File: config.mk
export PLATFORM = sky130hd
export DESIGN_NAME = uart_receiver
export DESIGN_NICKNAME = d
export VERILOG_FILES = /design/src/hdl/cpu_pkg.sv /design/src/hdl/uart_receiver.sv
export SDC_FILE = /design/constraint.sdc
export NUM_CORES = 1
export LEC_CHECK = 0
export ABC_AREA = 0
export BUFFER_PORTS_ARGS = -buffer_cell sky130_fd_sc_hd__buf_2
export CAP_MARGIN = 30
export CELL_PAD_IN_SITES_DETAIL_PLACEMENT = 0
export CELL_PAD_IN_SITES_GLOBAL_PLACEMENT = 2
export CORE_MARGIN = 2
export CORE_UTILIZATION = 35
export DETAILED_ROUTE_END_ITERATION = 7
export GPL_ROUTABILITY_DRIVEN = 0
export PLACE_DENSITY = 0.81
export SLEW_MARGIN = 30
export SYNTH_ARGS = -nofsm -noshare
export SYNTH_HDL_FRONTEND = slang
export SYNTH_SLANG_ARGS = --single-unit
File: constraint.sdc
create_clock -name CLK -period 2 [get_ports CLK]
set_clock_uncertainty 0.2 [all_clocks]
set_input_delay 0.4 -clock CLK [delete_from_list [all_inputs] [get_ports CLK]]
set_output_delay 0.4 -clock CLK [all_outputs]
set_load 0.05 [all_outputs]
File: src/hdl/cpu_pkg.sv
`default_nettype none

package cpu_pkg;

	localparam int INST_ADDR_W = 6;
	localparam int DATA_ADDR_W = 5;
	localparam int INST_WORDS = 2 ** INST_ADDR_W;
	localparam int DATA_WORDS = 2 ** DATA_ADDR_W;
	localparam int NUM_REGS = 32;

	// Serial line timing
	localparam int CLKS_PER_BIT = 8;
	localparam int BIT_CNT_W = $clog2(CLKS_PER_BIT);
	localparam int FRAME_BITS = 10; // Start, 8 data, stop

	typedef logic [31:0] word_t;
	typedef logic [INST_ADDR_W-1:0] inst_addr_t;
	typedef logic [DATA_ADDR_W-1:0] data_addr_t;
	typedef logic [4:0] reg_idx_t;
	typedef logic [7:0] byte_t;
	typedef logic [5:0] op_t;
	typedef logic [5:0] funct_t;
	typedef logic [BIT_CNT_W-1:0] bit_cnt_t;

	localparam bit_cnt_t BIT_LAST = bit_cnt_t'(CLKS_PER_BIT - 1);
	localparam bit_cnt_t BIT_HALF = bit_cnt_t'(CLKS_PER_BIT / 2 - 1);

	localparam reg_idx_t REG_RA = 5'd31; // Link register

	localparam op_t OP_SPECIAL = 6'b000000;
	localparam op_t OP_ADDI    = 6'b001000;
	localparam op_t OP_ANDI    = 6'b001100;
	localparam op_t OP_ORI     = 6'b001101;
	localparam op_t OP_SLTI    = 6'b001010;
	localparam op_t OP_BEQ     = 6'b000100;
	localparam op_t OP_BNE     = 6'b000101;
	localparam op_t OP_J       = 6'b000010;
	localparam op_t OP_JAL     = 6'b000011;
	localparam op_t OP_LUI     = 6'b001111;
	localparam op_t OP_LW      = 6'b100011;
	localparam op_t OP_SW      = 6'b101011;
	localparam op_t OP_IN      = 6'b011010;
	localparam op_t OP_OUT     = 6'b011011;

	localparam funct_t FUNCT_ADD  = 6'b100000;
	localparam funct_t FUNCT_SUB  = 6'b100010;
	localparam funct_t FUNCT_AND  = 6'b100100;
	localparam funct_t FUNCT_OR   = 6'b100101;
	localparam funct_t FUNCT_NOR  = 6'b100111;
	localparam funct_t FUNCT_SLL  = 6'b000000;
	localparam funct_t FUNCT_SRL  = 6'b000010;
	localparam funct_t FUNCT_SLT  = 6'b101010;
	localparam funct_t FUNCT_JR   = 6'b001000;
	localparam funct_t FUNCT_JALR = 6'b001001;

	typedef enum logic {
		LOAD,
		EXEC
	} mode_t;

endpackage

`default_nettype wire

File: src/hdl/uart_receiver.sv
`timescale 1ns/1ps
`default_nettype none

module uart_receiver (
	input  logic           CLK,
	input  logic           reset,
	input  logic           rx,
	output cpu_pkg::byte_t data,
	output logic           valid
);

	typedef enum logic [1:0] {
		IDLE,
		START,
		DATA,
		STOP
	} state_t;

	state_t            state;
	logic              rx_meta;
	logic              rx_sync;
	cpu_pkg::bit_cnt_t clk_cnt;
	logic [2:0]        bit_idx;
	cpu_pkg::byte_t    shift;
	logic              bit_tick;

	assign bit_tick = clk_cnt == cpu_pkg::BIT_LAST;

	always_ff @(posedge CLK) begin
		if (reset) begin
			rx_meta <= 1'b1;
			rx_sync <= 1'b1;
		end else begin
			rx_meta <= rx;
			rx_sync <= rx_meta;
		end
	end

	always_ff @(posedge CLK) begin
		if (reset) begin
			state   <= IDLE;
			clk_cnt <= '0;
			bit_idx <= '0;
			valid   <= 1'b0;
		end else begin
			valid <= 1'b0;
			case (state)
				IDLE: begin
					clk_cnt <= '0;
					if (!rx_sync) state <= START;
				end
				START: begin
					if (clk_cnt == cpu_pkg::BIT_HALF) begin // Middle of start bit
						clk_cnt <= '0;
						bit_idx <= '0;
						state   <= rx_sync ? IDLE : DATA; // Glitch, not a start
					end else begin
						clk_cnt <= clk_cnt + 1'b1;
					end
				end
				DATA: begin
					if (bit_tick) begin
						clk_cnt <= '0;
						if (bit_idx == 3'd7) state <= STOP;
						else bit_idx <= bit_idx + 1'b1;
					end else begin
						clk_cnt <= clk_cnt + 1'b1;
					end
				end
				STOP: begin
					if (bit_tick) begin
						state <= IDLE;
						valid <= rx_sync; // Framing error drops the byte
					end else begin
						clk_cnt <= clk_cnt + 1'b1;
					end
				end
				default: state <= IDLE;
			endcase
		end
	end

	always_ff @(posedge CLK) begin
		if (state == DATA && bit_tick) shift <= {rx_sync, shift[7:1]}; // LSB first
		if (state == STOP && bit_tick && rx_sync) data <= shift;
	end

	a_valid_single: assert property (@(posedge CLK) disable iff (reset) valid |=> !valid);

endmodule

`default_nettype wire

# Word level (Yosys, flattened, before mapping)
# Cells that the tools add are included.
# totals
register_bits	27
inputBits	3
out_inout_bits	9
elab_cells	48
# op_classes
addsub	2
n_eq_ne	13
mux	15
n_bitwise	2
n_reduce_logical	8
# ops
operator	count
two-way mux 3 bit	6
!= test 2 bit, second input constant	7
two-way mux 2 bit	6
case mux 3 bit (4 select lines)	1
case mux 2 bit (4 select lines)	1
adder 3 x 1 -> 3 bit, second input constant	2
== test 3 bit, second input constant	2
case mux 3 bit (2 select lines)	1
AND reduction 5 bit	1
== test 2 bit, second input constant	2
AND reduction 4 bit	1
== test 3 x 2 -> 1 bit, second input constant	1
logical AND 1 bit	3
OR reduction 3 bit	1
== test 2 x 1 -> 1 bit, second input constant	1
zero test 2 bit	1
NOT 1 bit	2
nonzero test 2 bit	1

# Longest topological paths before layout
# Gate-level depths: netlist of the first run.
# logic_depth
ltp_word	4
ltp_mapped	5
ltp_nobuf	5

# Worst setup path before layout of the first run
# OpenSTA, ideal clock, no wires.
# synth_path
path_type	reg2reg
start	reg clk_cnt[0]
end	reg data[0], enable pin
setup_ns	0.334
arrival_time_ns	1.345
required_time_ns	1.466
setup_slack_ns	0.121
path_stages_with_launch	5
n_path_buf	0
synth_period_minus_slack_ns	1.879
cell_sequence	dfxtp_1 ha_1 ha_1 and3_1 and2_1
# synth_via
elab_chain_cells	3
# synth_rtl
item	line_no	source
start: declaration	uart_receiver.sv:22	cpu_pkg::bit_cnt_t clk_cnt;
start signal: assignment	uart_receiver.sv:58	clk_cnt <= clk_cnt + 1'b1;
start signal: assignment	uart_receiver.sv:67	clk_cnt <= clk_cnt + 1'b1;
start signal: assignment	uart_receiver.sv:75	clk_cnt <= clk_cnt + 1'b1;
== test 3 bit	uart_receiver.sv:27	assign bit_tick = clk_cnt == cpu_pkg::BIT_LAST;
logical AND 1 bit (2 in series)	uart_receiver.sv:85	if (state == STOP && bit_tick && rx_sync) data <= shift;
end signal: assignment	uart_receiver.sv:85	
end: declaration	uart_receiver.sv:8	output cpu_pkg::byte_t data,
# Every way passes these cells.
# A chain may end at the register's enable or synchronous reset.

# Worst setup path in the final report of the first run
# layout_path
start	reg bit_idx[0]
end	reg bit_idx[0]
# layout_via
elab_chain_cells	4
elab_cells_between_ends	7
classes_between	add/sub: 1; eq/ne: 2; mux: 3; reduce/logical: 1
# layout_rtl
item	line_no	source
start: declaration	uart_receiver.sv:23	logic [2:0] bit_idx;
start signal: assignment	uart_receiver.sv:65	else bit_idx <= bit_idx + 1'b1;
adder 3 x 1 -> 3 bit	uart_receiver.sv:65	
two-way mux 3 bit	uart_receiver.sv:64	if (bit_idx == 3'd7) state <= STOP;
two-way mux 3 bit	uart_receiver.sv:62	if (bit_tick) begin
case mux 3 bit (2 select lines)	uart_receiver.sv:47	case (state)
# Several ways; a longest one is shown, not always the timed one. The select of a mux whose other input is x is not followed.

==> flow_summary.html, run 1 <==
<table>
<tr><th>Metric</th><th>Value</th></tr>
<tr><th colspan="2">Flow run</th></tr>
<tr><td>Number of maximum-capacitance constraint violations</td><td>0</td></tr>
<tr><th colspan="2">Yosys</th></tr>
<tr><td>Net count after synthesis</td><td>93</td></tr>
<tr><td>Share of the synthesized area in the top cell type</td><td>0.432</td></tr>
<tr><td>Netlist Area Pre-Place</td><td>1110 um^2</td></tr>
<tr><td>Mean instance size in the synthesized netlist</td><td>13.5 um^2</td></tr>
<tr><td>Sequential area share after synthesis</td><td>0.631</td></tr>
<tr><td>Number of storage elements in the synthesis netlist</td><td>27</td></tr>
<tr><td>Post-synthesis instance total</td><td>82</td></tr>
<tr><td>Count of distinct cell types in the synthesized netlist</td><td>29</td></tr>
<tr><td>Leading post-synthesis cells by cell area</td><td>sky130_fd_sc_hd__edfxtp_1, sky130_fd_sc_hd__dfxtp_1, sky130_fd_sc_hd__ha_1, sky130_fd_sc_hd__nand4bb_4, sky130_fd_sc_hd__a21oi_1</td></tr>
<tr><td>Largest area contributor in the synthesized netlist</td><td>sky130_fd_sc_hd__edfxtp_1</td></tr>
<tr><td>Count of warnings emitted by yosys</td><td>0</td></tr>
<tr><th colspan="2">Timing</th></tr>
<tr><td>Final hold violation count</td><td>0</td></tr>
<tr><td>RSZ-0062 raised after global routing</td><td>false</td></tr>
<tr><td>Maximum operating frequency</td><td>523 MHz</td></tr>
<tr><td>Min Clock Period, post-route</td><td>1910 ps</td></tr>
<tr><td>TNS Setup</td><td>0 ps</td></tr>
<tr><td>Actual transition at the worst max-transition pin</td><td>382 ps</td></tr>
<tr><td>Portion of the clock cycle consumed by the worst path in the final layout</td><td>0.956</td></tr>
<tr><td>Number of endpoints failing setup at the final stage</td><td>0</td></tr>
<tr><td>Max-slew violation count</td><td>0</td></tr>
<tr><td>Final-layout worst hold slack</td><td>46.7 ps</td></tr>
<tr><td>Max-Slew Margin vs Limit</td><td>0.743</td></tr>
<tr><td>Final critical-path setup slack</td><td>88.6 ps</td></tr>
<tr><th colspan="2">CTS</th></tr>
<tr><td>Hold Buf Count CTS</td><td>0</td></tr>
<tr><td>TritonCTS clock tree</td><td>done</td></tr>
<tr><td>Clock network latency to the later pin of the worst-skew pair</td><td>330 ps</td></tr>
<tr><td>Maximum count of clock buffers along a single path</td><td>2</td></tr>
<tr><td>CTS sink count</td><td>27</td></tr>
<tr><td>Total clock buffers created by CTS</td><td>3</td></tr>
<tr><td>Clock transition time at the flip-flop clock pins of the worst setup and hold paths</td><td>150 ps</td></tr>
<tr><td>Buffer cell driving the clock tree root</td><td>sky130_fd_sc_hd__clkbuf_4</td></tr>
<tr><td>Number of H-tree levels</td><td>1</td></tr>
<tr><th colspan="2">Setup path</th></tr>
<tr><td>Delay of the slowest cell on the worst path</td><td>500 ps</td></tr>
<tr><td>Worst Setup Start Kind</td><td>flip-flop</td></tr>
<tr><td>Biggest fanout along the worst timing path</td><td>4</td></tr>
<tr><td>Worst EP required</td><td>2070 ps</td></tr>
<tr><td>Register-to-Register Setup Slack</td><td>90 ps</td></tr>
<tr><td>Critical Path Slowest Stage Cell</td><td>sky130_fd_sc_hd__or4b_1</td></tr>
<tr><td>CP Capture Type</td><td>flip-flop</td></tr>
<tr><td>Critical path startpoint</td><td>bit_idx[0]$_SDFFE_PP0P_</td></tr>
<tr><td>Cell Chain, Critical Path</td><td>ha_1 &gt; ha_1 &gt; nand4bb_4 &gt; or4b_1 &gt; a21oi_1</td></tr>
<tr><td>Most frequent cell on the critical path</td><td>sky130_fd_sc_hd__ha_1</td></tr>
<tr><td>Type of the worst setup path</td><td>reg2reg</td></tr>
<tr><td>Source of the worst register-to-register timing path</td><td>bit_idx[0]$_SDFFE_PP0P_</td></tr>
<tr><td>Critical path data arrival time</td><td>1990 ps</td></tr>
<tr><th colspan="2">Global routing</th></tr>
<tr><td>Wire length of the first global-routing pass</td><td>2.86 mm</td></tr>
<tr><td>Remaining Overflow, GRT</td><td>0</td></tr>
<tr><td>Initial antenna violation count</td><td>0</td></tr>
<tr><td>Aggregate global-route resource usage</td><td>0.108</td></tr>
<tr><td>Via count of the first global-routing pass</td><td>626</td></tr>
<tr><td>Pin count of the biggest net entering global routing</td><td>17</td></tr>
<tr><th colspan="2">Power</th></tr>
<tr><td>Worst VDD drop</td><td>0.475 mV</td></tr>
<tr><td>Total leakage power</td><td>0.476 nW</td></tr>
<tr><td>Power per cell area</td><td>656 nW/um^2</td></tr>
<tr><th colspan="2">Route</th></tr>
<tr><td>Met2 routed WL</td><td>861 um</td></tr>
<tr><td>Violation count after the first detailed-route iteration</td><td>13</td></tr>
<tr><td>Total DRC errors in the routed layout</td><td>0</td></tr>
<tr><td>Average wire per cell in the routed design</td><td>12.4 um</td></tr>
<tr><td>Final WL</td><td>1.79 mm</td></tr>
<tr><td>Routed met1 length</td><td>847 um</td></tr>
<tr><td>Routed Antenna Nets</td><td>0</td></tr>
<tr><td>Met3 WL</td><td>82 um</td></tr>
<tr><td>Average vias per placed instance</td><td>4.66</td></tr>
<tr><td>Via count of the routed design</td><td>671</td></tr>
<tr><td>Number of iterations in the first detailed-routing pass</td><td>4</td></tr>
<tr><td>Highest metal layer used by the detailed router</td><td>met3</td></tr>
<tr><th colspan="2">Cells and area</th></tr>
<tr><td>Diode count</td><td>0</td></tr>
<tr><td>Most common cell after layout, fill and taps aside</td><td>sky130_fd_sc_hd__edfxtp_1</td></tr>
<tr><td>Fraction of layout instances using a drive strength above 1</td><td>0.250</td></tr>
<tr><td>Number of standard cells in the final layout excluding fillers</td><td>144</td></tr>
<tr><td>Nets@finish</td><td>112</td></tr>
<tr><td>Commonest non-fill, non-tap cells in the layout</td><td>sky130_fd_sc_hd__edfxtp_1, sky130_fd_sc_hd__dfxtp_1, sky130_fd_sc_hd__buf_2</td></tr>
<tr><td>Area delta synth-&gt;final</td><td>16.8%</td></tr>
<tr><th colspan="2">Placement</th></tr>
<tr><td>Detailed placement HPWL</td><td>1.31 mm</td></tr>
<tr><td>Cell total after placement</td><td>140</td></tr>
<tr><td>Count of buffers inserted at the top-level ports</td><td>11</td></tr>
<tr><td>Post-placement worst setup slack</td><td>71.9 ps</td></tr>
<tr><th colspan="2">Outcome</th></tr>
<tr><td>Outcome</td><td>complete, no violations</td></tr>
<tr><th colspan="2">Floorplan</th></tr>
<tr><td>Effective utilization at floorplan</td><td>0.367</td></tr>
<tr><td>Count of pins on the block boundary</td><td>12</td></tr>
<tr><td>Floorplan row count</td><td>20</td></tr>
<tr><td>Area of the core</td><td>3030 um^2</td></tr>
<tr><td>Total Die Area</td><td>3640 um^2</td></tr>
<tr><td>Die Y-Extent</td><td>60.3 um</td></tr>
<tr><td>Die span in x</td><td>60.3 um</td></tr>
<tr><th colspan="2">Hold path</th></tr>
<tr><td>Startpoint of the tightest hold check path</td><td>rx</td></tr>
<tr><td>Tightest Hold Check Type</td><td>in2reg</td></tr>
</table>
-- what timing repair did --
action / in CTS / in global routing
endpoints found under the setup margin: 0 / 9
setup buffers: 0 / 0
gates resized for setup: 0 / 1
-- layout make-up --
type                    count  area (um^2)
repair buffers             17          113
clock inverters             1         7.51
fillers                   287         1730
clock buffers               3         22.5
flip-flops and latches     27          701
multi-input cells          50          392
inverters                   2         7.51
well taps                  44         55.1
-- synthesized netlist by cell type --
cell and number:
sky130_fd_sc_hd__a211oi_1 1, sky130_fd_sc_hd__a21boi_0 1, sky130_fd_sc_hd__a21oi_1 5, sky130_fd_sc_hd__a311oi_1 1, sky130_fd_sc_hd__a31oi_1 2, sky130_fd_sc_hd__and2_1 1
sky130_fd_sc_hd__and3_1 1, sky130_fd_sc_hd__and3b_1 2, sky130_fd_sc_hd__buf_2 2, sky130_fd_sc_hd__clkbuf_1 1, sky130_fd_sc_hd__dfxtp_1 11, sky130_fd_sc_hd__edfxtp_1 16
sky130_fd_sc_hd__ha_1 8, sky130_fd_sc_hd__inv_1 2, sky130_fd_sc_hd__mux2i_1 1, sky130_fd_sc_hd__nand2_1 1, sky130_fd_sc_hd__nand2b_1 2, sky130_fd_sc_hd__nand3_1 4
sky130_fd_sc_hd__nand3b_1 3, sky130_fd_sc_hd__nand4b_1 2, sky130_fd_sc_hd__nand4bb_4 1, sky130_fd_sc_hd__nor2_1 4, sky130_fd_sc_hd__nor2b_1 3, sky130_fd_sc_hd__nor3_1 1
sky130_fd_sc_hd__nor3b_1 1, sky130_fd_sc_hd__nor4bb_1 1, sky130_fd_sc_hd__o21ai_0 1, sky130_fd_sc_hd__or2_2 2, sky130_fd_sc_hd__or4b_1 1
-- metrics by stage --
stage / power (mW) / util / area (um^2)
floorplan: 0.619 / - / 1110
global placement: 0.625 / 0.418 / 1260
detailed placement: 0.626 / 0.418 / 1260
CTS: 0.861 / 0.428 / 1290
global route: 0.884 / 0.429 / 1300
finish: 0.851 / 0.429 / 1300
-- state kept, by name (all words and copies together) (netlist names), named ones only --
name and flops:
rx_sync 1, rx_meta 1, state 1, shift 8, clk_cnt 3, data 8, bit_idx 3, valid 1
-- report_power, final --
group	total, mW	switching (mW)	leakage (nW)	internal [mW]
clock network	0.238	0.161	0.0139	0.0765
logic	0.0226	0.0105	0.229	0.0120
registers	0.591	0.00426	0.233	0.587
total	0.851	0.176	0.476	0.675
-- final timing paths --
kind                                  end  cells past startpoint
setup reg to reg  bit_idx[0]$_SDFFE_PP0P_                      5
hold reg to reg        rx_sync$_SDFF_PP1_                      1
hold / removal         rx_meta$_SDFF_PP1_                      2
setup / recovery  bit_idx[0]$_SDFFE_PP0P_                      5
-- logic make-up (layout without fill, tap and decap cells) --
kind of cell	Yosys count	count (layout)	synth area share
AOI/OAI and AO/OA	11	11	0.0597
DFF	27	27	0.631
adders and majority gates	8	8	0.0901
buffers and inverters	5	23	0.0191
and+or+nand+nor	30	30	0.191
muxes	1	1	0.00901
-- routing by layer --
metal	vias up	global-route usage
li1	340	-
met1	316	0.140
met2	15	0.188
met3	0	0.0384
met4	0	0
met5	-	0
-- worst max-delay path, delay by kind of cell (launching register included) --
kind / cells / cell delay [ps]
compound gates: 1 / 130
fa+ha+maj: 2 / 420
flops: 1 / 360
simple gates: 2 / 750
(Power assumes the default switching activity.)
==> run 2, diff against run 1 <==
--- a/config.mk
+++ b/config.mk
@@ -6,15 +6,16 @@
 export NUM_CORES = 1
 export LEC_CHECK = 0
 export ABC_AREA = 0
-export BUFFER_PORTS_ARGS = -buffer_cell sky130_fd_sc_hd__buf_2
+export BUFFER_PORTS_ARGS = -buffer_cell sky130_fd_sc_hd__clkbuf_2
 export CAP_MARGIN = 30
 export CELL_PAD_IN_SITES_DETAIL_PLACEMENT = 0
 export CELL_PAD_IN_SITES_GLOBAL_PLACEMENT = 2
-export CORE_MARGIN = 2
+export CORE_MARGIN = 5
 export CORE_UTILIZATION = 35
 export DETAILED_ROUTE_END_ITERATION = 7
 export GPL_ROUTABILITY_DRIVEN = 0
 export PLACE_DENSITY = 0.81
+export REMOVE_ABC_BUFFERS = 1
 export SLEW_MARGIN = 30
 export SYNTH_ARGS = -nofsm -noshare
 export SYNTH_HDL_FRONTEND = slang
==> flow_summary.html, run 2 (synthesis gave the netlist of run 1 again) <==
<table>
<tr><th>Metric</th><th>Value</th></tr>
<tr><th colspan="2">Cells and area</th></tr>
<tr><td>Summed area of non-filler cells in the final layout</td><td>1290 um^2 (-0.48%)</td></tr>
<tr><td>Area taken by multi-input logic gates</td><td>392 um^2 (unchanged)</td></tr>
<tr><td>Area delta synth-&gt;final</td><td>16.2%</td></tr>
<tr><td>Register area</td><td>701 um^2 (unchanged)</td></tr>
<tr><td>Final core utilization</td><td>0.423 (-0.00556)</td></tr>
<tr><td>Fraction of layout instances using a drive strength above 1</td><td>0.242 (-0.00758)</td></tr>
<tr><td>Number of standard cells in the final layout excluding fillers</td><td>143 (-0.69%)</td></tr>
<tr><td>Nets@finish</td><td>111 (-0.89%)</td></tr>
<tr><td>Largest registers</td><td>data (8), shift (8)</td></tr>
<tr><td>Most common cell after layout, fill and taps aside</td><td>sky130_fd_sc_hd__edfxtp_1</td></tr>
<tr><td>Diode count</td><td>0 (unchanged)</td></tr>
<tr><td>Count of filler cells inserted in the layout</td><td>316 (+10%)</td></tr>
<tr><td>Commonest non-fill, non-tap cells in the layout</td><td>sky130_fd_sc_hd__edfxtp_1, sky130_fd_sc_hd__dfxtp_1, sky130_fd_sc_hd__clkbuf_2</td></tr>
<tr><th colspan="2">Global routing</th></tr>
<tr><td>Initial antenna violation count</td><td>0 (unchanged)</td></tr>
<tr><td>Remaining Overflow, GRT</td><td>0 (unchanged)</td></tr>
<tr><td>Wire length of the first global-routing pass</td><td>2.99 mm (+4.3%)</td></tr>
<tr><td>Aggregate global-route resource usage</td><td>0.0911 (-0.0171)</td></tr>
<tr><td>Via count of the first global-routing pass</td><td>668 (+6.7%)</td></tr>
<tr><td>Pin count of the biggest net entering global routing</td><td>18 (+1)</td></tr>
<tr><th colspan="2">Setup path</th></tr>
<tr><td>Cell family contributing the most delay on the critical path</td><td>simple AND/OR/NAND/NOR gates</td></tr>
<tr><td>Critical path destination</td><td>bit_idx[0]$_SDFFE_PP0P_</td></tr>
<tr><td>Register-to-Register Setup Slack</td><td>140 ps (+50 ps)</td></tr>
<tr><td>CP Capture Type</td><td>flip-flop</td></tr>
<tr><td>Critical Path Slowest Stage Cell</td><td>sky130_fd_sc_hd__or4b_1</td></tr>
<tr><td>Worst Setup Start Kind</td><td>flip-flop</td></tr>
<tr><td>Most frequent cell on the critical path</td><td>sky130_fd_sc_hd__ha_1</td></tr>
<tr><td>Cell Chain, Critical Path</td><td>ha_1 &gt; ha_1 &gt; nand4bb_4 &gt; or4b_1 &gt; a21oi_1</td></tr>
<tr><td>Delay of the slowest cell on the worst path</td><td>480 ps (-20 ps)</td></tr>
<tr><td>Biggest fanout along the worst timing path</td><td>4 (unchanged)</td></tr>
<tr><td>Total number of cells along the worst setup path</td><td>5 (unchanged)</td></tr>
<tr><td>Reg2reg path depth</td><td>5 (unchanged)</td></tr>
<tr><td>Critical path startpoint</td><td>bit_idx[0]$_SDFFE_PP0P_</td></tr>
<tr><td>Source of the worst register-to-register timing path</td><td>bit_idx[0]$_SDFFE_PP0P_</td></tr>
<tr><td>Worst EP required</td><td>2070 ps (about the same)</td></tr>
<tr><td>Worst R2R End</td><td>bit_idx[0]$_SDFFE_PP0P_</td></tr>
<tr><td>Type of the worst setup path</td><td>reg2reg</td></tr>
<tr><td>CP bufs+invs</td><td>0 (unchanged)</td></tr>
<tr><td>Critical path data arrival time</td><td>1930 ps (-60 ps)</td></tr>
<tr><th colspan="2">Timing</th></tr>
<tr><td>Final critical-path setup slack</td><td>138 ps (+49.7 ps)</td></tr>
<tr><td>RSZ-0062 raised after global routing</td><td>false</td></tr>
<tr><td>Portion of the clock cycle consumed by the worst path in the final layout</td><td>0.931 (-0.0248)</td></tr>
<tr><td>Max-slew violation count</td><td>0 (unchanged)</td></tr>
<tr><td>Final-layout worst hold slack</td><td>41.9 ps (-4.75 ps)</td></tr>
<tr><td>Max-Slew Margin vs Limit</td><td>0.748 (+0.00557)</td></tr>
<tr><td>Maximum operating frequency</td><td>537 MHz (+2.7%)</td></tr>
<tr><td>Number of endpoints failing setup at the final stage</td><td>0 (unchanged)</td></tr>
<tr><td>Final hold violation count</td><td>0 (unchanged)</td></tr>
<tr><td>TNS Setup</td><td>0 ps (unchanged)</td></tr>
<tr><td>Actual transition at the worst max-transition pin</td><td>374 ps (-8.27 ps)</td></tr>
<tr><td>Min Clock Period, post-route</td><td>1860 ps (-49.7 ps)</td></tr>
<tr><th colspan="2">Placement</th></tr>
<tr><td>Post-placement worst setup slack</td><td>132 ps (+60.5 ps)</td></tr>
<tr><td>Cell total after placement</td><td>139 (-0.71%)</td></tr>
<tr><td>Post-place instance area</td><td>1260 um^2 (-0.59%)</td></tr>
<tr><td>Count of buffers inserted at the top-level ports</td><td>11 (unchanged)</td></tr>
<tr><th colspan="2">Floorplan</th></tr>
<tr><td>Area of the core</td><td>3050 um^2 (+0.83%)</td></tr>
<tr><td>Die Y-Extent</td><td>66.3 um (+9.9%)</td></tr>
<tr><td>Die span in x</td><td>66.3 um (+9.9%)</td></tr>
<tr><td>Effective utilization at floorplan</td><td>0.364 (-0.00301)</td></tr>
<tr><td>Count of pins on the block boundary</td><td>12 (unchanged)</td></tr>
<tr><td>Floorplan row count</td><td>20 (unchanged)</td></tr>
<tr><td>Total Die Area</td><td>4400 um^2 (+21%)</td></tr>
<tr><th colspan="2">CTS</th></tr>
<tr><td>Buffers inserted by post-CTS timing repair</td><td>0 (unchanged)</td></tr>
<tr><td>Clock network latency to the later pin of the worst-skew pair</td><td>320 ps (about the same)</td></tr>
<tr><td>Maximum count of clock buffers along a single path</td><td>2 (unchanged)</td></tr>
<tr><td>Total clock buffers created by CTS</td><td>3 (unchanged)</td></tr>
<tr><td>Clock transition time at the flip-flop clock pins of the worst setup and hold paths</td><td>150 ps (about the same)</td></tr>
<tr><td>TritonCTS clock tree</td><td>done</td></tr>
<tr><td>Buffer cell driving the clock tree root</td><td>sky130_fd_sc_hd__clkbuf_4</td></tr>
<tr><td>Number of H-tree levels</td><td>1 (unchanged)</td></tr>
<tr><td>CTS sink count</td><td>27 (unchanged)</td></tr>
<tr><th colspan="2">Route</th></tr>
<tr><td>Average wire per cell in the routed design</td><td>12.3 um (-1.5%)</td></tr>
<tr><td>Final WL</td><td>1.75 mm (-2.2%)</td></tr>
<tr><td>Routed Antenna Nets</td><td>0 (unchanged)</td></tr>
<tr><td>Violation count after the first detailed-route iteration</td><td>12 (-1)</td></tr>
<tr><td>Total DRC errors in the routed layout</td><td>0 (unchanged)</td></tr>
<tr><td>Number of iterations in the first detailed-routing pass</td><td>4 (unchanged)</td></tr>
<tr><td>Via count of the routed design</td><td>678 (+1.0%)</td></tr>
<tr><td>Average vias per placed instance</td><td>4.74 (+1.7%)</td></tr>
<tr><th colspan="2">Power</th></tr>
<tr><td>Total leakage power</td><td>0.476 nW (about the same)</td></tr>
<tr><td>Power per cell area</td><td>665 nW/um^2 (+1.3%)</td></tr>
<tr><td>Pwr Total</td><td>0.858 mW (+0.80%)</td></tr>
<tr><td>Worst VDD drop</td><td>0.272 mV (-43%)</td></tr>
<tr><th colspan="2">Hold path</th></tr>
<tr><td>Tightest Hold Check Type</td><td>in2reg</td></tr>
<tr><th colspan="2">Flow run</th></tr>
<tr><td>Number of maximum-capacitance constraint violations</td><td>0 (unchanged)</td></tr>
<tr><th colspan="2">Outcome</th></tr>
<tr><td>Outcome</td><td>complete, no violations</td></tr>
</table>
-- run 2: cell types whose count changed in the layout (fill, tap and decap cells not counted), sizes merged --
cell | before | now
buf | 17 | 5
clkbuf | 3 | 14
clkinvlp | 1 | 0
inv | 2 | 3
-- run 2: per-layer routing --
metal  routed length, um  track usage
met5                   0            0
met4                  25       0.0609
met2                 865        0.146
met3                  81       0.0221
met1                 778        0.106
-- run 2: repair_timing --
item | in CTS | in global routing
endpoints found under the setup margin | 0 | 1
hold buffers | 0 | 0
gates resized for setup | 0 | 1
-- run 2: power breakdown --
group	total [mW]	internal (mW)	leakage [nW]	switching, mW
clock	0.245	0.0814	0.0183	0.164
sequential	0.591	0.587	0.233	0.00481
combinational	0.0216	0.0120	0.225	0.00962
-- run 2: how the worst min path moves through the flow --
stage                       start            endpoint  cells past startpoint
6_report                       rx  rx_meta$_SDFF_PP1_                      2
5_1_grt                        rx  rx_meta$_SDFF_PP1_                      2
4_1_cts                        rx  rx_meta$_SDFF_PP1_                      2
3_3_place_gp   rx_meta$_SDFF_PP1_  rx_sync$_SDFF_PP1_                      1
3_5_place_dp   rx_meta$_SDFF_PP1_  rx_sync$_SDFF_PP1_                      1
2_1_floorplan  rx_meta$_SDFF_PP1_  rx_sync$_SDFF_PP1_                      1
-- run 2: final cells by class --
| cell class | instances | area share |
|---|---|---|
| Multi-Input combinational cell | 50 | 0.303 |
| Tap cell | 44 | 0.0426 |
| Clock inverter | 1 | 0.00678 |
| Sequential cell | 27 | 0.543 |
| Timing Repair Buffer | 16 | 0.0814 |
| Inverter | 2 | 0.00581 |
| Clock buffer | 3 | 0.0174 |
-- run 2: worst register-to-register path, delay by kind of cell, from the launching register on --
family	cells	cell delay, ps
flops	1	350
compound gates	1	120
simple gates	2	730
fa+ha+maj	2	410
